$ cat src/dcache_macros.svh
`ifndef DCACHE_MACROS_SVH
`define DCACHE_MACROS_SVH

// address split: tag | index | byte offset
`define DCACHE_TAG_W    21

// 128 sets
`define DCACHE_INDEX_W  7

// byte offset inside a 16-byte line
`define DCACHE_OFFSET_W 4

// words per line, also the refill burst length
`define DCACHE_WORDS    4

// associativity
`define DCACHE_WAYS     2

`endif

$ cat src/dcache_addr_pkg.sv
`include "dcache_macros.svh"

package dcache_addr_pkg;

    // request address fields
    typedef logic [`DCACHE_TAG_W-1:0]    tag_t;
    typedef logic [`DCACHE_INDEX_W-1:0]  index_t;
    typedef logic [`DCACHE_OFFSET_W-1:0] offset_t;

    // word slot within a line
    typedef logic [$clog2(`DCACHE_WORDS)-1:0] word_sel_t;

    // full byte address on the memory side
    typedef logic [`DCACHE_TAG_W+`DCACHE_INDEX_W+`DCACHE_OFFSET_W-1:0] byte_addr_t;

endpackage

$ cat src/dcache_line_pkg.sv
`include "dcache_macros.svh"

package dcache_line_pkg;

    // pipe side data
    typedef logic [31:0] word_t;
    typedef logic [3:0]  wstrb_t;

    // one cache line and its byte enables
    typedef logic [`DCACHE_WORDS*32-1:0] line_t;
    typedef logic [`DCACHE_WORDS*4-1:0]  line_strb_t;

    typedef logic [$clog2(`DCACHE_WAYS)-1:0] way_t;

    // controller states
    typedef enum logic [2:0] {
        ST_IDLE      = 3'd0,
        ST_LOOKUP    = 3'd1,
        // victim chosen, decide on write-back
        ST_MISS      = 3'd2,
        ST_WRITEBACK = 3'd3,
        ST_REFILL    = 3'd4
    } main_state_t;

endpackage

$ cat src/line_state.sv
`include "dcache_macros.svh"

module line_state (
    input  logic                    clk,
    input  logic                    resetn,
    input  dcache_addr_pkg::index_t lookup_index,
    input  dcache_addr_pkg::index_t set_index,
    input  logic                    fill_we,
    input  dcache_line_pkg::way_t   fill_way,
    input  logic                    fill_dirty,
    input  logic                    refill_done,
    output logic [`DCACHE_WAYS-1:0] valid_bits,
    output dcache_line_pkg::way_t   victim,
    output logic                    victim_dirty
);

    localparam int sets = 1 << `DCACHE_INDEX_W;

    logic [sets-1:0]       valid_q [`DCACHE_WAYS];
    logic [sets-1:0]       dirty_q [`DCACHE_WAYS];
    dcache_line_pkg::way_t victim_q;

    // every fill marks the line valid, dirty only for stores
    always_ff @(posedge clk) begin
        if (!resetn) begin
            for (int w = 0; w < `DCACHE_WAYS; w++) begin
                valid_q[w] <= '0;
                dirty_q[w] <= '0;
            end
        end else if (fill_we) begin
            valid_q[fill_way][set_index] <= 1'b1;
            dirty_q[fill_way][set_index] <= fill_dirty;
        end
    end

    // round robin, advances once per finished refill
    always_ff @(posedge clk) begin
        if (!resetn) begin
            victim_q <= '0;
        end else if (fill_we && refill_done) begin
            victim_q <= victim_q + 1'b1;
        end
    end

    always_comb begin
        for (int w = 0; w < `DCACHE_WAYS; w++) begin
            valid_bits[w] = valid_q[w][lookup_index];
        end
    end

    assign victim       = victim_q;
    assign victim_dirty = valid_q[victim_q][lookup_index] && dirty_q[victim_q][lookup_index];

    a_fill_index_known: assert property (
        @(posedge clk) disable iff (!resetn) fill_we |-> !$isunknown(set_index)
    );

endmodule

$ cat config.mk
export PLATFORM = sky130hd
export DESIGN_NAME = line_state
export DESIGN_NICKNAME = d
export VERILOG_FILES = /design/src/dcache_addr_pkg.sv /design/src/dcache_line_pkg.sv /design/src/line_state.sv
export VERILOG_INCLUDE_DIRS = /design/src /design/src/src
export SDC_FILE = /design/constraint.sdc
export NUM_CORES = 1
export LEC_CHECK = 0
export BUFFER_PORTS_ARGS = -buffer_cell sky130_fd_sc_hd__buf_2
export CORE_AREA = 2 2 210 212
export DETAILED_ROUTE_END_ITERATION = 8
export DIE_AREA = 0 0 212 214
export PLACE_DENSITY = 0.7
export SKIP_CTS_REPAIR_TIMING = 1
export SYNTH_ARGS = -nofsm -noshare
export SYNTH_HDL_FRONTEND = slang
export SYNTH_SLANG_ARGS = --single-unit
export TNS_END_PERCENT = 1
$ cat constraint.sdc
create_clock -name clk -period 4.3 [get_ports clk]
set_clock_uncertainty 0.1 [all_clocks]
set_input_delay 0.645 -clock clk [delete_from_list [all_inputs] [get_ports clk]]
set_output_delay 0.645 -clock clk [all_outputs]
set_load 0.01 [all_outputs]
==> parameters.txt <==
Parameter                              Value

Status
  Status    finished clean

Drt
  Number of detailed-routing iterations run before antenna repair    8
  Routed Antenna Nets    0
  Via count    19191
  Detailed Route Iter0 Violations    between 2000 and 3000
  WL final    about 70000 microns
  Drt via density    6.50
  Routed length per placed instance    23.7 microns
  DR DRC count    0

GRT
  Largest net degree at the start of global routing    around 250
  Antenna violations before repair    3
  Global Route Usage Sum    30.7%
  Via count of the first global-routing pass    roughly 18000
  Overflow after GRT    0
  Wire length of the first global-routing pass    approximately 110000 microns

Finish
  Diodes inserted    0
  Post-route insts no fill    2953
  Layout net count    around 2300
  Synth-to-Final Area Change    9.77%
  Share of cells above drive strength 1    12.3%
  Fin area    25700 sq um
  Storage element area    approximately 13000 sq um
  Combined area of the multi-input logic cells    roughly 9600 sq um
  Fill cell count    3593

Timing
  Post-Route Setup TNS    0 ns
  Post-Route Hold Slack    0.374 ns
  Unrepaired setup endpoints after global routing    no
  Pins over their slew limit    0
  Max-Slew Margin vs Limit    30.7%
  Count of endpoints failing hold in the final timing report    0
  Max Clock Freq    around 240 MHz
  Setup Viol. Count Final    0
  Worst slew pin tran    1.04 ns
  Minimum clock period after layout    roughly 4.1 ns
  Share of the clock period used by the worst path    96.4%

Worst setup path
  Critical-path cell list    buf_12 -> nor2_1 -> a311oi_1 -> nand4_1 -> o21ai_0 -> or4_1 -> a32oi_1 -> a311oi_2 -> buf_2
  Slowest stage cell, crit path    sky130_fd_sc_hd__nor2_1
  Launching element type of the critical path    flop
  Worst setup endpoint    victim_dirty
  Data required time of the critical path    3.56 ns
  End of the worst register-to-register path    victim
  Largest fanout on the critical path    39
  Critical path class    flop to output pin
  Critical path endpoint category    output pin
  CP arrival    between 3 and 4 ns
  Critical path's largest stage delay    0.57 ns
  Cell count of the worst reg-to-reg path    2
  Worst reg2reg setup slack    3.50 ns
  Reg-to-reg startpoint    victim

Clocking
  CTS sink cnt    approximately 510
  CTS tree    yes
  Maximum buffer depth of the clock tree    3
  Root buffer cell    sky130_fd_sc_hd__clkbuf_16
  Clock buffer count from CTS    53
  CTS H-tree depth    2
  Clock transition time at the flip-flop clock pins of the worst setup and hold paths    around 0.060 ns
  Clock latency on the worst-skew pair    0.61 ns

Power
  Power Dens Cells    slightly above 400 nW/um^2
  Total internal power    a little over 0.008 W
  Leakage component of the power    slightly below 8 nW
  Share of total power in the clock network    between 40 and 50%
  VDD IR max    0.000304 V
  Power share of the sequential group    about half
  Combinational Power Share    5.7%
  Switching share of power    between 20% and 30%
  Net switching power of the design    ~0.0024 W

Placement
  Total half-perimeter wirelength after legalization and detailed placement    42600 microns
  Post-detailed-placement cell area    23900 sq um
  Number of port buffers    23
  Number of placed cells counting well taps    around 2900
  Final RePlAce weighted congestion    just over 0.9

Yosys
  Most frequently used flop master after synthesis    sky130_fd_sc_hd__dfxtp_1
  Mean instance size in the synthesized netlist    roughly 9.6 sq um
  Async S/R FF share, synth    0%
  Syn Inst Count    ~2400
  Post-synthesis sequential area ratio    between 50% and 60%
  Register bit count reported by yosys    514
  Portion of synthesized cell area occupied by the leading cell type    about 33%
  Synthesized Nets    2460
  Most frequent cell after synthesis    sky130_fd_sc_hd__o21ai_0
  Warnings from Yosys    0
  Top post-synthesis cells by count    sky130_fd_sc_hd__o21ai_0 (579), sky130_fd_sc_hd__nand2_1 (400), sky130_fd_sc_hd__nor2_1 (269), sky130_fd_sc_hd__dfxtp_1 (258), sky130_fd_sc_hd__edfxtp_1 (256)
  Synth cell types    50
  Top post-synthesis cells by area    sky130_fd_sc_hd__edfxtp_1 (33%), sky130_fd_sc_hd__dfxtp_1 (22%), sky130_fd_sc_hd__o21ai_0 (12%)
  Cell Area, Synth    roughly 23000 sq um
  Number of flops mapped to enable cells by yosys    256
  Top cell type by total area after synthesis    sky130_fd_sc_hd__edfxtp_1

Floorplanning
  Number of placed I/O pins    24
  Full die area    around 45000 sq um
  Area of the placeable core    roughly 43000 sq um
  Die Ht    214 microns
  Chip Width    between 200 and 250 microns
  Rows    between 70 and 80
  Starting Density    a little over half

Min path
  Kind of path behind the tightest hold check    input port to flop

Run
  Number of maximum-capacitance violations    0
[worst max-delay path, delay by kind of cell, from the launching register on]
family	cells	cell delay, ns
AOI/OAI and AO/OA	4	0.74
and+or+nand+nor	3	1.18
buffers and inverters	2	0.41
DFF	1	0.44
[layer usage]
metal  vias up  share of wire (%)  global-route usage (%)
li1       8506                  -                       -
met1      9348                 40                    42.8
met2      1149                 45                    46.6
met3       186                 11                    6.96
met4         2                4.0                    12.3
met5         -              0.023                       0
[registers in the layout (all words and copies together), names as in the netlist, named ones only]
name,cells
dirty_q,256
victim,1
valid_q,256
[final cells by class]
type | instances | share of cell area (%)
clock inverter | 19 | 0.652
inverter | 6 | 0.107
clock buffer | 81 | 6.12
timing repair buffer | 93 | 3.06
sequential | 514 | 50.0
multi-input combinational | 1655 | 37.3
tap | 585 | 2.84
[metrics by stage]
step	util [%]	power [W]	setup slack, ns
after floorplan	-	0.00578	0.783
after global placement	55.8	0.00598	0.315
after detailed placement	55.8	0.00600	0.228
after CTS	59.9	0.0105	-0.169
after global routing	60.0	0.0108	0.0135
final	60.0	0.0105	0.155
[kinds of logic (layout without fill, tap and decap cells)]
logic type             Yosys count  after routing  synth area share [%]
AND/OR/NAND/NOR                868            868                  15.4
AO/OA/AOI/OAI                  691            691                  16.2
flip-flops                     514            514                  54.8
buffers and inverters          271            199                  4.54
multiplexers                    95             95                  9.03
XOR/XNOR                         1              1                0.0374
[power by group through the flow]
stage	clock network (W)	logic, W	registers, W
2_1_floorplan	0	0.000387	0.00539
3_3_place_gp	0	0.000555	0.00542
3_5_place_dp	0	0.000572	0.00542
4_1_cts	0.00464	0.000574	0.00532
5_1_grt	0.00484	0.000643	0.00533
6_report	0.00462	0.000603	0.00532
[placed cells by master (no fill, tap or decap), types with 8 or more instances in the layout]
cell / count
sky130_fd_sc_hd__a311oi_1: 28
sky130_fd_sc_hd__and3_1: 21
sky130_fd_sc_hd__buf_12: 9
sky130_fd_sc_hd__buf_2: 20
sky130_fd_sc_hd__buf_4: 59
sky130_fd_sc_hd__clkbuf_1: 16
sky130_fd_sc_hd__clkbuf_16: 55
sky130_fd_sc_hd__clkbuf_8: 10
sky130_fd_sc_hd__clkinv_1: 8
sky130_fd_sc_hd__dfxtp_1: 257
sky130_fd_sc_hd__edfxtp_1: 256
sky130_fd_sc_hd__mux4_2: 93
sky130_fd_sc_hd__nand2_1: 384
sky130_fd_sc_hd__nand2_2: 16
sky130_fd_sc_hd__nand3_1: 131
sky130_fd_sc_hd__nand4_1: 12
sky130_fd_sc_hd__nor2_1: 269
sky130_fd_sc_hd__o211ai_1: 47
sky130_fd_sc_hd__o21ai_0: 579
[how the worst min path moves through the flow]
stage	start	end	slack, ns	depth (start not counted)
final	resetn	valid_q[1][112]	0.37	3
after global routing	resetn	valid_q[0][112]	0.40	3
after CTS	resetn	valid_q[1][112]	0.37	3
after detailed placement	valid_q[0][99]	valid_q[0][99]	0.37	2
after global placement	valid_q[1][47]	valid_q[1][47]	0.36	2
after floorplan	valid_q[1][18]	valid_q[1][18]	0.34	2
Note: power is estimated with default switching activity, not from simulation.
