File: src/dcache_macros.svh
`ifndef DCACHE_MACROS_SVH
`define DCACHE_MACROS_SVH

// address split: tag | index | byte offset
`define DCACHE_TAG_W    21

// 128 sets
`define DCACHE_INDEX_W  7

// byte offset inside a 16-byte line
`define DCACHE_OFFSET_W 4

// words per line, also the refill burst length
`define DCACHE_WORDS    4

// associativity
`define DCACHE_WAYS     2

`endif

File: src/dcache_addr_pkg.sv
`include "dcache_macros.svh"

package dcache_addr_pkg;

    // request address fields
    typedef logic [`DCACHE_TAG_W-1:0]    tag_t;
    typedef logic [`DCACHE_INDEX_W-1:0]  index_t;
    typedef logic [`DCACHE_OFFSET_W-1:0] offset_t;

    // word slot within a line
    typedef logic [$clog2(`DCACHE_WORDS)-1:0] word_sel_t;

    // full byte address on the memory side
    typedef logic [`DCACHE_TAG_W+`DCACHE_INDEX_W+`DCACHE_OFFSET_W-1:0] byte_addr_t;

endpackage

File: src/dcache_line_pkg.sv
`include "dcache_macros.svh"

package dcache_line_pkg;

    // pipe side data
    typedef logic [31:0] word_t;
    typedef logic [3:0]  wstrb_t;

    // one cache line and its byte enables
    typedef logic [`DCACHE_WORDS*32-1:0] line_t;
    typedef logic [`DCACHE_WORDS*4-1:0]  line_strb_t;

    typedef logic [$clog2(`DCACHE_WAYS)-1:0] way_t;

    // controller states
    typedef enum logic [2:0] {
        ST_IDLE      = 3'd0,
        ST_LOOKUP    = 3'd1,
        // victim chosen, decide on write-back
        ST_MISS      = 3'd2,
        ST_WRITEBACK = 3'd3,
        ST_REFILL    = 3'd4
    } main_state_t;

endpackage

File: src/dcache_ctrl.sv
`include "dcache_macros.svh"

module dcache_ctrl (
    input  logic                         clk,
    input  logic                         resetn,
    // pipe side
    input  logic                         valid,
    input  logic                         write,
    input  dcache_addr_pkg::tag_t        tag,
    input  dcache_addr_pkg::index_t      index,
    input  dcache_addr_pkg::offset_t     offset,
    input  dcache_line_pkg::wstrb_t      wstrb,
    input  dcache_line_pkg::word_t       wdata,
    output logic                         addr_ok,
    output logic                         data_ok,
    output dcache_line_pkg::word_t       rdata,
    // memory side
    input  logic                         rd_rdy,
    input  logic                         ret_valid,
    input  logic                         ret_last,
    input  logic                         wr_rdy,
    output logic                         rd_req,
    output dcache_addr_pkg::byte_addr_t  rd_addr,
    output logic                         wr_req,
    output dcache_addr_pkg::byte_addr_t  wr_addr,
    output dcache_line_pkg::line_t       wr_data,
    // tag and data rams
    input  dcache_addr_pkg::tag_t        tag_rd0,
    input  dcache_addr_pkg::tag_t        tag_rd1,
    input  dcache_line_pkg::line_t       line_rd0,
    input  dcache_line_pkg::line_t       line_rd1,
    output dcache_addr_pkg::index_t      ram_index,
    output logic                         ram_we0,
    output logic                         ram_we1,
    output dcache_addr_pkg::tag_t        tag_wr,
    output dcache_line_pkg::line_t       line_wr,
    // valid, dirty and victim
    input  logic [`DCACHE_WAYS-1:0]      valid_bits,
    input  dcache_line_pkg::way_t        victim,
    input  logic                         victim_dirty,
    output dcache_addr_pkg::index_t      set_index,
    output logic                         fill_we,
    output dcache_line_pkg::way_t        fill_way,
    output logic                         fill_dirty,
    output dcache_addr_pkg::index_t      lookup_index,
    // refill buffer
    output logic                         refill_start,
    output dcache_addr_pkg::word_sel_t   start_word,
    input  dcache_line_pkg::line_t       refill_line,
    input  logic                         critical_beat
);

    dcache_line_pkg::main_state_t state_reg;
    dcache_line_pkg::main_state_t state_next;

    logic                       write_reg;
    dcache_addr_pkg::tag_t      tag_reg;
    dcache_addr_pkg::index_t    index_reg;
    dcache_addr_pkg::word_sel_t word_reg;
    dcache_line_pkg::wstrb_t    wstrb_reg;
    dcache_line_pkg::word_t     wdata_reg;
    logic                       rd_sent_reg;

    logic accept, idle, lookup, refill;
    logic hit0, hit1, hit, hit_write, refill_write;
    dcache_addr_pkg::tag_t      victim_tag;
    dcache_line_pkg::line_t     hit_line, base_line, merge_data;
    dcache_line_pkg::line_strb_t merge_strb;

    assign idle   = (state_reg == dcache_line_pkg::ST_IDLE);
    assign lookup = (state_reg == dcache_line_pkg::ST_LOOKUP);
    assign refill = (state_reg == dcache_line_pkg::ST_REFILL);

    // a read hit may overlap with the next request
    assign addr_ok = idle || (lookup && hit && !write_reg);
    assign accept  = valid && addr_ok;

    always_ff @(posedge clk) begin
        if (accept) begin
            write_reg <= write;
            tag_reg   <= tag;
            index_reg <= index;
            word_reg  <= offset[`DCACHE_OFFSET_W-1:2];
            wstrb_reg <= wstrb;
            wdata_reg <= wdata;
        end
    end

    // tags and lines come back from the rams in the lookup cycle
    assign hit0     = valid_bits[0] && (tag_rd0 == tag_reg);
    assign hit1     = valid_bits[1] && (tag_rd1 == tag_reg);
    assign hit      = hit0 || hit1;
    assign hit_line = hit1 ? line_rd1 : line_rd0;

    always_comb begin
        state_next = state_reg;
        case (state_reg)
            dcache_line_pkg::ST_IDLE: begin
                if (accept) begin
                    state_next = dcache_line_pkg::ST_LOOKUP;
                end
            end
            dcache_line_pkg::ST_LOOKUP: begin
                if (!hit) begin
                    state_next = dcache_line_pkg::ST_MISS;
                end else if (!accept) begin
                    state_next = dcache_line_pkg::ST_IDLE;
                end
            end
            dcache_line_pkg::ST_MISS: begin
                state_next = victim_dirty ? dcache_line_pkg::ST_WRITEBACK
                                          : dcache_line_pkg::ST_REFILL;
            end
            dcache_line_pkg::ST_WRITEBACK: begin
                if (wr_rdy) begin
                    state_next = dcache_line_pkg::ST_REFILL;
                end
            end
            dcache_line_pkg::ST_REFILL: begin
                if (refill_write) begin
                    state_next = dcache_line_pkg::ST_IDLE;
                end
            end
            default: state_next = dcache_line_pkg::ST_IDLE;
        endcase
    end

    always_ff @(posedge clk) begin
        if (!resetn) begin
            state_reg <= dcache_line_pkg::ST_IDLE;
        end else begin
            state_reg <= state_next;
        end
    end

    // stores answer at once, read misses on the critical beat
    assign data_ok = (lookup && (write_reg || hit)) || (refill && critical_beat && !write_reg);

    // refill_line already holds the requested word on the critical beat
    assign base_line = refill ? refill_line : hit_line;
    assign rdata     = base_line[word_reg*32 +: 32];

    // store merge over the hit line or the refilled line
    assign merge_strb = write_reg ? dcache_line_pkg::line_strb_t'(wstrb_reg) << (word_reg*4) : '0;
    assign merge_data = dcache_line_pkg::line_t'(wdata_reg) << (word_reg*32);

    always_comb begin
        for (int b = 0; b < `DCACHE_WORDS*4; b++) begin
            line_wr[b*8 +: 8] = merge_strb[b] ? merge_data[b*8 +: 8] : base_line[b*8 +: 8];
        end
    end

    assign hit_write    = lookup && write_reg && hit;
    assign refill_write = refill && ret_valid && ret_last;

    assign fill_we      = hit_write || refill_write;
    assign fill_way     = refill ? victim : dcache_line_pkg::way_t'(hit1);
    assign fill_dirty   = write_reg;
    assign ram_we0      = fill_we && (fill_way == 1'b0);
    assign ram_we1      = fill_we && (fill_way == 1'b1);
    assign tag_wr       = tag_reg;
    assign ram_index    = accept ? index : index_reg;
    assign set_index    = index_reg;
    assign lookup_index = index_reg;

    assign refill_start = (state_reg == dcache_line_pkg::ST_MISS);
    assign start_word   = word_reg;

    // rams still hold index_reg while the victim is written back
    assign victim_tag = (victim == 1'b1) ? tag_rd1 : tag_rd0;
    assign wr_req     = (state_reg == dcache_line_pkg::ST_WRITEBACK);
    assign wr_addr    = {victim_tag, index_reg, {`DCACHE_OFFSET_W{1'b0}}};
    assign wr_data    = (victim == 1'b1) ? line_rd1 : line_rd0;

    always_ff @(posedge clk) begin
        if (!resetn) begin
            rd_sent_reg <= 1'b0;
        end else if (!refill) begin
            rd_sent_reg <= 1'b0;
        end else if (rd_rdy) begin
            rd_sent_reg <= 1'b1;
        end
    end

    assign rd_req  = refill && !rd_sent_reg;
    assign rd_addr = {tag_reg, index_reg, word_reg, 2'b00};

    a_one_bus_req: assert property (
        @(posedge clk) disable iff (!resetn) !(rd_req && wr_req)
    );

    a_no_data_ok_in_miss: assert property (
        @(posedge clk) disable iff (!resetn)
        (state_reg inside {dcache_line_pkg::ST_MISS, dcache_line_pkg::ST_WRITEBACK}) |-> !data_ok
    );

endmodule

File: config.mk
export PLATFORM = sky130hd
export DESIGN_NAME = dcache_ctrl
export DESIGN_NICKNAME = d
export VERILOG_FILES = /design/src/dcache_addr_pkg.sv /design/src/dcache_line_pkg.sv /design/src/dcache_ctrl.sv
export VERILOG_INCLUDE_DIRS = /design/src /design/src/src
export SDC_FILE = /design/constraint.sdc
export NUM_CORES = 1
export LEC_CHECK = 0
export BUFFER_PORTS_ARGS = -buffer_cell sky130_fd_sc_hd__buf_2
export CAP_MARGIN = 10
export CORE_AREA = 2 2 352 354
export CTS_CLUSTER_DIAMETER = 60
export DETAILED_ROUTE_END_ITERATION = 10
export DIE_AREA = 0 0 354 356
export GPL_ROUTABILITY_DRIVEN = 1
export SLEW_MARGIN = 20
export SYNTH_ARGS = -nofsm -noshare
export SYNTH_HDL_FRONTEND = slang
export SYNTH_SLANG_ARGS = --single-unit
File: constraint.sdc
create_clock -name clk -period 8.05 [get_ports clk]
set_clock_uncertainty 0.2 [all_clocks]
set_input_delay 0.4025 -clock clk [delete_from_list [all_inputs] [get_ports clk]]
set_output_delay 0.4025 -clock clk [all_outputs]
set_load 0.02 [all_outputs]
==> results.yml <==
setup_path:
  critical_path_class: "flip-flop to output pin"
  start_kind: "flip-flop"
  crit_chain: "xor2_1 > nor4_2 > and2_4 > buf_4 > buf_4 > a21boi_0 > o221ai_1 > nand4_1 > buf_2"
  end_kind: "output pin"
  critical_path_arrival_ns: 4.31
  worstPathMaxFanout: 61
  max_stage_delay_ns: 0.59
  worst_ep_required_time_ns: 7.45
  crit_top_cell: "buf_4"
  r2r_cells: 7
  slowest_stage: "buf_4"
clock_tree:
  htreeDepth: 3
  numCtsBuffers: 9
  post_cts_resized: 0
  ctsLongestPathBuffers: 2
  clock-sinks: 71
  clk_pin_slew_ns: 0.08
  cts_tree: "built"
  clk_latency_ns: 0.41
  cts-root-buf: "clkbuf_16"
synthesis:
  synth_top_area_share_pct: 15.3
  synth_ff_type: "edfxtp_1"
  syn_area_per_cell_um2: 7.64
  yosysMostFrequentCell: "nor2_1"
  yosys.area.top_type: "edfxtp_1"
  yosys_warnings: 0
  synth_seq_cells: 71
  yosys-top-cells-area: "edfxtp_1 15%, mux2_2 14%, nor2_1 7.8%, a31o_2 7.1%, o221ai_1 7.1%"
  synth_edf_count: 60
  synthTopCellsByCount: "246 x nor2_1, 173 x nand2_1, 149 x mux2_2"
  ys_types: 52
  async_flop_share_pct: 0
  mappedNetlistArea_um2: 11800
  synth-seq-area-share_pct: 17.2
  synth_cells: 1540
finish:
  layout.nets: 2856
  synthToLayoutAreaGrowth_pct: 58.2
  drive_above_1_share_pct: 52.3
  fillers: 14200
  largest_reg_flops: 32
power:
  leakagePower_uw: 0.00783
  power.ir.vdd_worst_uv: 111
  powerDensity_nw_per_um2: 151
floorplanning:
  fp.dieH_um: 356
  start_util_pct: 9.59
  coreArea_um2: 123000
  io_pins: 913
  dieArea_um2: 126000
  dieWidth_um: 354
  fp-row-count: 129
routing:
  detail_route.wl_per_cell_um: 29.0
  vias: 17600
  drtAntennaViolNets: 0
  drtIter0Drc: 2159
  drt_wl_total_um: 116000
  drc_errors: 0
  avgViaCountPerCell: 4.38
  first_pass_iters: 6
timing:
  period_needed_ns: 4.92
  maxSlewViolCount: 0
  postLayoutSetupSlackWorst_ns: 3.13
  relSlewSlack_pct: 18.8
  tns_ns: 0
  hold_viol_final: 0
  setup_viol_count_final: 0
  tightestPinTransition_ns: 1.22
  fmax_ghz: 0.203
  fin_crit_sh_pct: 61.1
  rsz0062_at_grt: "no"
global_route:
  antenna_found_initial: 74
  grt_pass1_wl_um: 148000
  first_global_vias: 15900
  grt_max_degree: 156
  grt_overflow_total: 0
  track_usage_pct: 17.4
hold_path:
  hp-class: "input port to flip-flop"
  hold_depth: 3
placement:
  gp_congestion: 0.950
  port_buffers: 904
  dp_hpwl_um: 97000
  dp_slack_ns: 3.70
run_status:
  status: "finished, final reports clean"
job:
  drv_cap: 0
-- critical path, delay by kind of cell, from the launching register on --
| kind | cells | cell delay (ns) |
|---|---|---|
| buffers and inverters | 3 | 1.27 |
| AND/OR/NAND/NOR | 3 | 1.12 |
| AO/OA/AOI/OAI | 2 | 0.70 |
| flip-flops | 1 | 0.50 |
| XOR/XNOR | 1 | 0.25 |
-- per-stage QoR --
stage | power [uW] | cell area [um^2] | hold WS (ns) | util, % | cells
detailed placement | 2310 | 17600 | 0.309 | 14.4 | 3914
floorplan | 1510 | 11800 | 0.274 | - | 1545
global placement | 2300 | 17600 | 0.307 | 14.4 | 3914
finish | 2810 | 18600 | 0.0547 | 15.2 | 4016
global route | 2950 | 18600 | 0.0230 | 15.1 | 4004
CTS | 2850 | 18500 | 0.00602 | 15.1 | 3991
-- kinds of logic (layout without fill, tap and decap cells) --
group	count (synthesis)	in the layout	synth area share (%)
simple gates	507	507	18.2
mux	149	149	14.3
buf+inv	209	1018	9.59
flops	71	71	17.2
other cells	1	31	0.0319
compound gates	561	561	37.6
xor+xnor	42	42	3.13
-- final cells by class --
cell class,instances,area (um^2),area share [%]
inverter,6,22.5,0.121
tap,1637,2050,11.0
antenna,25,62.6,0.336
multi-input combinational,1265,8730,46.9
timing repair buffer,996,5410,29.1
clock buffer,9,225,1.21
clock inverter,7,86.3,0.464
sequential,71,2020,10.9
-- worst paths after layout --
path	startpoint	endpoint	slack, ns
worst max-delay path	tag_wr[19]	rdata[8]	3.13
worst max register to register	tag_wr[19]	wdata_reg[26]	4.33
worst min-delay path	index[6]	lookup_index[6]	0.05
worst min register to register	rd_sent_reg	rd_sent_reg	0.33
-- power breakdown --
part / switching (uW) / leakage [uW] / internal [uW] / total (uW)
sequential: 113 / 0.000663 / 476 / 589
combinational: 1180 / 0.00702 / 560 / 1740
clock: 236 / 0.000151 / 248 / 483
total: 1530 / 0.00783 / 1280 / 2810
-- layer usage --
layer  routed length, um  up-vias  global-route usage (%)
met1               50800     8523                    23.5
met3               10700      211                    4.70
met2               50700     1302                    26.6
li1                    -     7533                       -
met5                 168        -                       0
met4                4130       26                    5.83
-- placed cells by master, fill, tap and decap left out, types with 2 or more instances in the layout --
master / Yosys / routed
buf_2: 23 / 903
nor2_1: 246 / 236
nand2_1: 173 / 171
mux2_2: 149 / 149
a21boi_0: 103 / 103
o31ai_1: 98 / 98
a31o_2: 96 / 96
o221ai_1: 96 / 96
a211o_1: 65 / 65
dlygate4sd3_1: 0 / 61
edfxtp_1: 60 / 60
nand4_1: 38 / 38
o21ai_0: 36 / 36
a31oi_1: 32 / 32
xor2_1: 30 / 30
buf_4: 54 / 28
diode_2: 0 / 25
xnor2_1: 12 / 12
a21oi_1: 12 / 12
nor4_1: 11 / 11
dfxtp_1: 11 / 11
nand3_1: 10 / 10
clkbuf_16: 0 / 9
o211ai_1: 8 / 8
nor2_2: 0 / 7
o211ai_2: 7 / 7
inv_1: 6 / 6
conb_1: 1 / 6
nor3_2: 0 / 4
nor2_4: 0 / 3
nand2b_1: 3 / 3
buf_12: 0 / 3
nor2b_1: 4 / 2
nor2b_4: 0 / 2
nand2_2: 0 / 2
o22a_1: 2 / 2
and3_1: 2 / 2
nor4b_1: 2 / 2
inv_6: 0 / 2
inv_8: 0 / 2
-- what timing repair did --
item | in CTS | in global routing
hold endpoints to repair | 61 | 0
setup endpoints to repair | 0 | 0
hold buffers | 61 | 0
buffers inserted | 0 | 0
(Power assumes the default switching activity.)
