## config.mk

```make
export PLATFORM = sky130hd
export DESIGN_NAME = refill_buffer
export DESIGN_NICKNAME = d
export VERILOG_FILES = /design/src/dcache_addr_pkg.sv /design/src/dcache_line_pkg.sv /design/src/refill_buffer.sv
export VERILOG_INCLUDE_DIRS = /design/src /design/src/src
export SDC_FILE = /design/constraint.sdc
export NUM_CORES = 1
export LEC_CHECK = 0
export BUFFER_PORTS_ARGS = -buffer_cell sky130_fd_sc_hd__clkbuf_2
export CAP_MARGIN = 5
export CORE_MARGIN = 4
export CORE_UTILIZATION = 40
export CTS_BUF_LIST = sky130_fd_sc_hd__clkbuf_16
export CTS_CLUSTER_SIZE = 20
export DETAILED_ROUTE_END_ITERATION = 16
export PLACE_DENSITY_LB_ADDON = 0.1
export SYNTH_ARGS = -nofsm -noshare
export SYNTH_HDL_FRONTEND = slang
export SYNTH_SLANG_ARGS = --single-unit
```

## constraint.sdc

```tcl
create_clock -name clk -period 2 [get_ports clk]
set_input_delay 0.3 -clock clk [delete_from_list [all_inputs] [get_ports clk]]
set_output_delay 0.3 -clock clk [all_outputs]
set_load 0.02 [all_outputs]
```

## src/dcache_macros.svh

```systemverilog
`ifndef DCACHE_MACROS_SVH
`define DCACHE_MACROS_SVH

// address split: tag | index | byte offset
`define DCACHE_TAG_W    21

// 128 sets
`define DCACHE_INDEX_W  7

// byte offset inside a 16-byte line
`define DCACHE_OFFSET_W 4

// words per line, also the refill burst length
`define DCACHE_WORDS    4

// associativity
`define DCACHE_WAYS     2

`endif

```

## src/dcache_addr_pkg.sv

```systemverilog
`include "dcache_macros.svh"

package dcache_addr_pkg;

    // request address fields
    typedef logic [`DCACHE_TAG_W-1:0]    tag_t;
    typedef logic [`DCACHE_INDEX_W-1:0]  index_t;
    typedef logic [`DCACHE_OFFSET_W-1:0] offset_t;

    // word slot within a line
    typedef logic [$clog2(`DCACHE_WORDS)-1:0] word_sel_t;

    // full byte address on the memory side
    typedef logic [`DCACHE_TAG_W+`DCACHE_INDEX_W+`DCACHE_OFFSET_W-1:0] byte_addr_t;

endpackage

```

## src/dcache_line_pkg.sv

```systemverilog
`include "dcache_macros.svh"

package dcache_line_pkg;

    // pipe side data
    typedef logic [31:0] word_t;
    typedef logic [3:0]  wstrb_t;

    // one cache line and its byte enables
    typedef logic [`DCACHE_WORDS*32-1:0] line_t;
    typedef logic [`DCACHE_WORDS*4-1:0]  line_strb_t;

    typedef logic [$clog2(`DCACHE_WAYS)-1:0] way_t;

    // controller states
    typedef enum logic [2:0] {
        ST_IDLE      = 3'd0,
        ST_LOOKUP    = 3'd1,
        // victim chosen, decide on write-back
        ST_MISS      = 3'd2,
        ST_WRITEBACK = 3'd3,
        ST_REFILL    = 3'd4
    } main_state_t;

endpackage

```

## src/refill_buffer.sv

```systemverilog
`include "dcache_macros.svh"

module refill_buffer (
    input  logic                       clk,
    input  logic                       resetn,
    input  logic                       refill_start,
    input  dcache_addr_pkg::word_sel_t start_word,
    input  logic                       ret_valid,
    input  logic                       ret_last,
    input  dcache_line_pkg::word_t     ret_data,
    output dcache_line_pkg::line_t     refill_line,
    output logic                       critical_beat
);

    dcache_line_pkg::line_t     line_q;
    dcache_addr_pkg::word_sel_t slot_q;
    dcache_addr_pkg::word_sel_t beat_q;

    // current beat drops into its slot right away
    always_comb begin
        refill_line = line_q;
        if (ret_valid) begin
            refill_line[slot_q*32 +: 32] = ret_data;
        end
    end

    always_ff @(posedge clk) begin
        if (refill_start) begin
            line_q <= '0;
        end else if (ret_valid) begin
            line_q <= refill_line;
        end
    end

    // slot wraps inside the line, beat counts from the requested word
    always_ff @(posedge clk) begin
        if (!resetn) begin
            slot_q <= '0;
            beat_q <= '0;
        end else if (refill_start) begin
            slot_q <= start_word;
            beat_q <= '0;
        end else if (ret_valid) begin
            slot_q <= slot_q + 1'b1;
            beat_q <= beat_q + 1'b1;
        end
    end

    // first beat carries the requested word
    assign critical_beat = ret_valid && (beat_q == '0);

    a_last_on_fourth: assert property (
        @(posedge clk) disable iff (!resetn)
        (ret_valid && ret_last) |-> (beat_q == `DCACHE_WORDS - 1)
    );

endmodule

```

==> results.md, run 1 <==
* Status: finished with violations
* Failing checks: negative setup slack
* Pwr Density at 738 nW/um2
* WP data required at 1.70 ns
* IO buf count at 166
* Fin cells at 924
* Biggest area consumer among synthesized cells: dfxtp_1
* Clock Tree Root: clkbuf_16
* Gr ovfl total at 0
* Antenna diodes at 0
* RePlAce Congestion at 0.817
* TritonCTS clock tree: yes
* Max-slew violations at 0
* Via/cell ratio at 5.83
* Std-Cell Rows at 43
* WP data arrival at 2.09 ns
* Ys Warns at 0
* Post-layout util at 66.6%
* Leak at 4.16 nW
* Final setup violation count at 128
* Vias after detailed routing at 5391
* Detailed Routing Iterations Pass 1 at 5
* Top-area cell type share of the netlist area at 47.0%
* Post-Syn Area per Cell at 10.7 um2
* IO Pins at 168
* Drt wl/cell at 21.8 um
* TNS Setup at -41.04 ns
* Post-DRT Antenna Nets at 0
* Placed cell count at 860
* Power Total at 6.79 mW
* Post-DP HPWL at 12300 um
* Clock slew at reported path FFs at 0.06 ns
* Asr flop ratio synth at 0%
* Worst-path maximum fanout at 7
* DRC Markers at 0
* Synth unique cells at 29
* DIE WIDTH at 127 um
* Chip height at 127 um
* Final worst setup slack at -0.389 ns
* Fmax at 419 MHz
* Clk sinks at 132
* Max Cap Viol at 0
* Area growth from synthesis to layout at 63.8%
* Share of cells above drive strength 1 at 42.9%
* H-tree depth at 4
* Mapped Cells at 527
* Initial antenna violation count at 0
* Main synth FF type: dfxtp_1
* First-pass GRT wire length at 29800 um
* Min Clock Period, post-route at 2.39 ns
* Area of the mapped netlist at 5620 um2
* Worst-Margin Slew at 0.368 ns
* Hold WC Path Type: in2reg
* Aggregate routed wire length at 20200 um
* Hold Violations, Final at 0
* CP endpoint kind: primary output
* CTS Buf Count at 17
* FF+latch count, synth at 132
* CP max stage delay at 0.37 ns
* Most used standard cell by instance count after synthesis: a22o_1
* Final worst-path cycle share at 119%
* Largest cells by area after synthesis: dfxtp_1 (47%), a22o_1 (33%), and3b_1 (4.4%), and2_1 (3.6%), clkbuf_1 (1.9%)
* Post-layout nets at 776
* CORE AREA at 13800 um2
* Largest net degree at the start of global routing at 32
* RSZ-0062 raised after global routing: true
* Slowest cell on crit path: dfxtp_4
* Max Clock Skew at 0.00467 ns
* Number of synthesized flops with an enable pin at 0
* Post-synthesis sequential area ratio at 47.0%
* Detailed Route Iter0 Violations at 393
* Vias in the first global route at 5398
* Slew HR at 75.4%
* CP Class: reg2out
* Startpoint types: flip-flop
* Peak supply drop at 0.000614 V
* Synth top cells by count: a22o_1 (211), dfxtp_1 (132), and2_1 (32)
* Worst path cell trace: inv_6 -> ha_4 -> nand4b_1 -> nor2_4 -> buf_6 -> buf_8 -> a22o_1 -> clkbuf_8
* Starting density of the core at 40.6%
* Total track usage at 23.4%
* Maximum clock path buffer count at 2
* Worst-Skew Late Latency at 0.42 ns
* Synth Net Count at 572
* Die area at 16000 um2
## what timing repair did
item                                    4_1_cts  5_1_grt
buffers inserted                             17        8
cloned                                        5        8
pin swaps                                    24       50
endpoints found under the setup margin      128      158
resized for setup                           171      216
hold buffers                                  0        0
hold endpoints to repair                      0        0
## routing by layer
metal	routed length, um	global-route usage [%]	share of wire [%]
met5	0	0	0
met4	305	6.75	1.5
met3	1240	6.44	6.1
met2	9840	38.5	49
met1	8770	30.3	44
## flip-flops by register name, summed over array words and instances (netlist names)
register	count
line_q	128
beat_q	2
slot_q	2
## cell type report
class                           count  area, um2
Clock buffer                       17        425
Sequential cell                   132       2650
Timing Repair Buffer              240       2630
Tap cell                          180        225
Inverter                            8       35.0
Fill cell                        1030       4620
Multi-Input combinational cell    332       3060
Clock inverter                     15        188
## final timing paths
kind                            start                        to  slack (ns)  cells after the start
max            slot_q[0]$_SDFFE_PN0P_          refill_line[112]       -0.39                      8
min                            resetn    slot_q[1]$_SDFFE_PN0P_        0.13                      2
max reg2reg    slot_q[0]$_SDFFE_PN0P_   line_q[23]$_SDFFE_PP0P_        0.10                      9
min reg2reg  line_q[118]$_SDFFE_PP0P_  line_q[118]$_SDFFE_PP0P_        0.47                      2
## cells in the final DEF (no fill, tap or decap), types with 3 or more instances in the layout
cell          n
inv_1         6
buf_12       10
a22o_4       20
buf_4        42
nand2_1      10
ha_4          4
and2_1       31
clkinv_2      4
a32oi_2       3
a21oi_4       3
clkbuf_16    23
a21oi_1       5
clkbuf_8     43
clkbuf_2     49
dfxtp_1     130
nor2_1        5
bufinv_16     4
buf_16        3
buf_6        65
buf_8        20
clkinvlp_4    3
and3b_1      27
nand3_1       3
a22o_1      191
## cell families (layout without fill, tap and decap cells)
group / count (synthesis) / after routing / share of synthesized area (%)
compound gates: 226 / 226 / 34.6
flops: 132 / 132 / 47.0
simple gates: 96 / 96 / 11.2
buf+inv: 63 / 280 / 5.12
fa+ha+maj: 6 / 6 / 1.34
xor+xnor: 2 / 2 / 0.312
mux: 2 / 2 / 0.356
## power breakdown
part,switching [mW],total (mW),internal [mW]
clock,1.17,3.23,2.07
sequential,0.0199,2.68,2.66
combinational,0.497,0.873,0.376
total,1.68,6.79,5.11
## critical path: cells and delay by family (launching register included)
family | cells | cell delay [ns]
compound gates | 1 | 0.17
fa+ha+maj | 1 | 0.16
buf+inv | 4 | 0.47
flops | 1 | 0.37
simple gates | 2 | 0.50
## per-stage QoR
stage / hold WS (ns) / cell area [um2] / setup slack, ns
CTS: 0.113 / 8470 / -0.354
finish: 0.134 / 9200 / -0.389
detailed placement: 0.457 / 6890 / -0.0172
floorplan: 0.422 / 5630 / 0.0877
global route: 0.128 / 9200 / -0.482
global placement: 0.447 / 6890 / -0.0198
(Power assumes the default switching activity.)
==> inputs of run 2 (changes only) <==
- CORE_UTILIZATION: 40 -> 46
==> run 2 against run 1 <==
- total power fell by 9.4%
- cell count down 6.4%
- wire length is 11% lower
- the flow still finishes with violations (negative setup slack)
- largest power group unchanged
- die area down 12%
- sequential power about the same
- first-iteration DRC count shrank 13%
- clock power decreased by 16%
- critical path depth fell by 1
- utilization is 1.9 points higher
- cell area fell by 11%
==> results.md, run 2 (same netlist as run 1, synthesis figures left out) <==
* Worst-path maximum fanout at 15
* Chip height at 119 um
* CTS Buf Count at 17
* Vias in the first global route at 5222
* WP data required at 1.70 ns
* Gate power share at 12.5%
* Sw Ratio at 24.9%
* TritonCTS clock tree: yes
* Int Power at 4.62 mW
* Status: finished with violations
* Largest net degree at the start of global routing at 32
* Clk sinks at 132
* Most common cell after layout, fill and taps aside: a22o_1
* Placed Area at 6820 um2
* # hold bufs at CTS at 0
* CP endpoint kind: primary output
* WP data arrival at 2.00 ns
* R2R Path End: line_q[60]$_SDFFE_PP0P_
* Multi-input logic area at 2890 um2
* Share of cells above drive strength 1 at 37.5%
* Clock slew at reported path FFs at 0.05 ns
* Gr ovfl total at 0
* Pwr Density at 751 nW/um2
* IO buf count at 166
* Switch Pwr at 1.53 mW
* Worst reg2reg path startpoint: slot_q[0]$_SDFFE_PN0P_
* Flop pwr share at 43.7%
* Most frequent cells in the layout: a22o_1 (206), dfxtp_1 (130), clkbuf_2 (64)
* Fin cells at 865
* Post-DRT Antenna Nets at 0
* First-pass GRT wire length at 28400 um
* Worst-Skew Late Latency at 0.41 ns
* Aggregate routed wire length at 18000 um
* Area growth from synthesis to layout at 45.8%
* Worst-Margin Slew at 0.490 ns
* Starting density of the core at 47.0%
* Leak at 3.79 nW
* Detailed Route Iter0 Violations at 340
* CORE AREA at 12000 um2
* Max-slew violations at 0
* Final worst-path cycle share at 115%
* Total track usage at 25.4%
* Detailed Routing Iterations Pass 1 at 4
* IO Pins at 168
* Failing checks: negative setup slack
* Final Hold Slack at 0.127 ns
* Antenna diodes at 0
* Biggest regs: line_q (128), beat_q (2), slot_q (2)
* Drt wl/cell at 20.8 um
* Via/cell ratio at 5.93
* Reg2reg path depth at 7
* Placed cell count at 827
* RSZ-0062 raised after global routing: true
* Number of flip-flops in the largest register at 128
* Register with the most flip-flops: line_q
* CP Class: reg2out
* Die area at 14000 um2
* Vias after detailed routing at 5132
* Fmax at 435 MHz
* H-tree depth at 4
* Post-layout nets at 751
* DIE WIDTH at 119 um
* RePlAce Congestion at 0.866
* Hold WC Path Type: in2reg
* DRC Markers at 0
* Hold Violations, Final at 0
* Storage element area at 2650 um2
* Final instance area at 8190 um2
* Min Clock Period, post-route at 2.30 ns
* R2R setup slack at 0.24 ns
* Filler Cell Count at 922
* Slew HR at 67.3%
* Startpoint types: flip-flop
* Maximum clock path buffer count at 2
* Std-Cell Rows at 40
* Post-DP HPWL at 12000 um
* Max Clock Skew at 0.00796 ns
* Last element of the critical path: refill_line[103]
* Clock Tree Root: clkbuf_16
* Initial antenna violation count at 0
* Peak supply drop at 0.000495 V
* Final worst setup slack at -0.300 ns
* Max Cap Viol at 0
* Critical Path Source: slot_q[0]$_SDFFE_PN0P_
* Clock power share at 43.8%
* Final setup violation count at 128
## run 2: power by group through the flow
stage | Sequential [mW] | Combinational, mW | Clock, mW
detailed placement | 2.74 | 0.684 | 0
global placement | 2.74 | 0.671 | 0
finish | 2.69 | 0.770 | 2.70
floorplan | 2.74 | 0.362 | 0
global route | 2.69 | 0.819 | 2.86
CTS | 2.69 | 0.721 | 2.73
## run 2: critical path, cell delays in order (launching register included)
cell and delay, ns:
dfxtp_4 0.37, inv_4 0.05, ha_4 0.17, nand4b_1 0.25
nor2_4 0.23, buf_12 0.18, a22o_1 0.18, clkbuf_8 0.16
## run 2: metrics by stage
stage               power (mW)  worst slack [ns]  util [%]  TNS, ns
floorplan                 3.10            0.0877         -        0
global placement          3.41          -0.00644      57.0  -0.0135
detailed placement        3.42           -0.0367      57.0   -0.273
CTS                       6.14            -0.316      65.3   -32.61
global route              6.37            -0.378      68.5   -39.27
finish                    6.16            -0.300      68.5   -29.52
## run 2: metal layers
| layer | track usage [%] | vias to the layer above | routed length [um] |
|---|---|---|---|
| met5 | 0 | - | 0 |
| met4 | 8.76 | 0 | 175 |
| met3 | 6.32 | 16 | 1240 |
| met2 | 41.1 | 186 | 8760 |
| met1 | 33.2 | 2532 | 7790 |
| li1 | - | 2398 | - |
## run 2: how the worst min path moves through the flow
stage	start	end	cells past startpoint
finish	resetn	slot_q[1]$_SDFFE_PN0P_	2
global route	resetn	slot_q[1]$_SDFFE_PN0P_	2
CTS	resetn	slot_q[1]$_SDFFE_PN0P_	2
detailed placement	line_q[6]$_SDFFE_PP0P_	line_q[6]$_SDFFE_PP0P_	1
global placement	line_q[123]$_SDFFE_PP0P_	line_q[123]$_SDFFE_PP0P_	2
floorplan	resetn	slot_q[1]$_SDFFE_PN0P_	1
## run 2: area by class of cell
type                       count  area share, %
clock buffer                  17           5.19
multi-input combinational    332           35.3
clock inverter                14           1.01
timing repair buffer         215           23.5
tap                          147           2.25
inverter                       8          0.428
sequential                   132           32.4
## run 2: what timing repair did
item | 4_1_cts | 5_1_grt
pin swaps | 11 | 10
endpoints found under the setup margin | 128 | 128
resized for setup | 111 | 181
hold endpoints to repair | 0 | 0
buffers inserted | 4 | 0
gates cloned | 3 | 0
==> inputs of run 3 (changes only) <==
- RECOVER_POWER: default -> 100
==> run 3 against run 2 <==
- largest power group unchanged
- worst hold slack gained 0.0069 ns
- critical path depth is the same
- cell area is essentially flat
- global-route usage did not move
- flip-flop and latch count is the same
- clock power about the same
- clock skew decreased by 0.0034 ns
- count of clock-buffer cells in the layout did not move
- the run still ends with negative setup slack left
==> results.md, run 3 (same netlist as run 1, synthesis figures left out) <==
* RSZ-0062 raised after global routing: true
* Std-Cell Rows at 40
* WP data arrival at 2.00 ns
* Clk sinks at 132
* Aggregate routed wire length at 18000 um
* Worst reg2reg path startpoint: slot_q[0]$_SDFFE_PN0P_
* Max-slew violations at 0
* Area growth from synthesis to layout at 45.7%
* Last element of the critical path: refill_line[103]
* Via/cell ratio at 6.02
* # hold bufs at CTS at 0
* Startpoint types: flip-flop
* Most frequent cells in the layout: a22o_1 (206), dfxtp_1 (130), clkbuf_2 (64)
* Chip height at 119 um
* R2R setup slack at 0.16 ns
* Share of cells above drive strength 1 at 37.2%
* Number of flip-flops in the largest register at 128
* R2R Path End: line_q[37]$_SDFFE_PP0P_
* IO buf count at 166
* CORE AREA at 12000 um2
* Register with the most flip-flops: line_q
* CP endpoint kind: primary output
* Hold WC Path Type: in2reg
* Biggest regs: line_q (128), beat_q (2), slot_q (2)
* Family with the most delay on the worst path: simple AND/OR/NAND/NOR gates
* Antenna diodes at 0
* CP max stage delay at 0.37 ns
* Final worst-path cycle share at 115%
* Critical Path Source: slot_q[0]$_SDFFE_PN0P_
* Detailed Route Iter0 Violations at 335
* Initial antenna violation count at 0
* Filler Cell Count at 924
* DIE WIDTH at 119 um
* Die area at 14000 um2
* Clock Tree Root: clkbuf_16
* TritonCTS clock tree: yes
* Final setup violation count at 128
* Reg2reg path depth at 7
* Worst-path maximum fanout at 15
* Leak at 3.79 nW
* CP Class: reg2out
* Hold Violations, Final at 0
* Drt wl/cell at 20.8 um
* Max Clock Skew at 0.00459 ns
* Placed Area at 6820 um2
* Fmax at 434 MHz
* Worst path cell trace: inv_4 -> ha_4 -> nand4b_1 -> nor2_4 -> buf_12 -> a22o_1 -> clkbuf_8
* Worst path depth at 7
* IO Pins at 168
* Peak supply drop at 0.000496 V
* RePlAce Congestion at 0.866
* Slowest cell on crit path: dfxtp_4
* Post-DRT Antenna Nets at 0
* Failing checks: negative setup slack
* Vias after detailed routing at 5206
* Post-layout util at 68.4%
* Worst-Skew Late Latency at 0.41 ns
* Post-layout nets at 751
* Gr ovfl total at 0
* DRC Markers at 0
* Worst-Margin Slew at 1.05 ns
* Worst Path Buf+Inv at 3
* H-tree depth at 4
* Final instance area at 8180 um2
* Status: finished with violations
* First-pass GRT wire length at 28400 um
* Clock slew at reported path FFs at 0.05 ns
* Largest net degree at the start of global routing at 32
* Maximum clock path buffer count at 2
* Detailed Routing Iterations Pass 1 at 5
* TNS Setup at -29.09 ns
* Starting density of the core at 47.0%
* Min Clock Period, post-route at 2.30 ns
* CTS Buf Count at 17
* Most common cell after layout, fill and taps aside: a22o_1
* Post-DP HPWL at 12000 um
* Max Cap Viol at 0
* Total track usage at 25.4%
* Final worst setup slack at -0.303 ns
* Slew HR at 30.0%
* Pwr Density at 752 nW/um2
* WP data required at 1.70 ns
* Vias in the first global route at 5222
[run 3: cell types whose count changed in the layout (fill, tap and decap cells not counted)]
cell      previous run  this run
and2_1              31        30
buf_4               57        55
clkbuf_1             0         2
and2_0               1         2
[run 3: cell type report]
cell class                 count  area [um2]  share of cell area [%]
timing repair buffer         215        1920                    23.4
clock inverter                14        82.6                    1.01
inverter                       8        35.0                   0.428
tap                          147         184                    2.25
multi-input combinational    332        2890                    35.3
clock buffer                  17         425                    5.20
sequential                   132        2650                    32.4
[run 3: layer usage]
metal	track usage [%]	up-vias	wire, um
li1	-	2398	-
met1	33.2	2584	7760
met2	41.1	201	8680
met3	6.32	23	1240
met4	8.76	0	286
met5	0	-	0
[run 3: how the worst min path moves through the flow]
stage                                           to                startpoint  slack [ns]  cells past startpoint
after detailed placement    line_q[6]$_SDFFE_PP0P_    line_q[6]$_SDFFE_PP0P_        0.46                      1
final                       slot_q[1]$_SDFFE_PN0P_                    resetn        0.13                      2
after CTS                   slot_q[1]$_SDFFE_PN0P_                    resetn        0.12                      2
after global routing        slot_q[1]$_SDFFE_PN0P_                    resetn        0.14                      2
after floorplan             slot_q[1]$_SDFFE_PN0P_                    resetn        0.42                      1
after global placement    line_q[123]$_SDFFE_PP0P_  line_q[123]$_SDFFE_PP0P_        0.45                      2
[run 3: repair_timing]
action	CTS	global route
setup endpoints to repair	128	128
pin swaps	11	10
setup buffers	4	0
gates resized for setup	111	181
cloned	3	0
[run 3: where the power goes]
part	switching, mW	internal [mW]
combinational	0.459	0.312
sequential	0.0209	2.67
clock	1.05	1.64
total	1.53	4.62
[run 3: worst register-to-register path, cell delays in order (launching register included)]
cell,delay [ns]
dfxtp_4,0.37
inv_4,0.05
ha_4,0.29
and3b_1,0.19
clkbuf_1,0.23
and3_1,0.26
buf_4,0.25
a22o_1,0.16
[run 3: stage by stage]
step           power [mW]  setup WS [ns]  std cells  hold WS, ns
2_1_floorplan        3.10         0.0877        527        0.422
3_3_place_gp         3.41       -0.00644        827        0.447
3_5_place_dp         3.42        -0.0367        827        0.455
4_1_cts              6.14         -0.316        865        0.116
5_1_grt              6.37         -0.378        865        0.141
6_report             6.16         -0.303        865        0.134
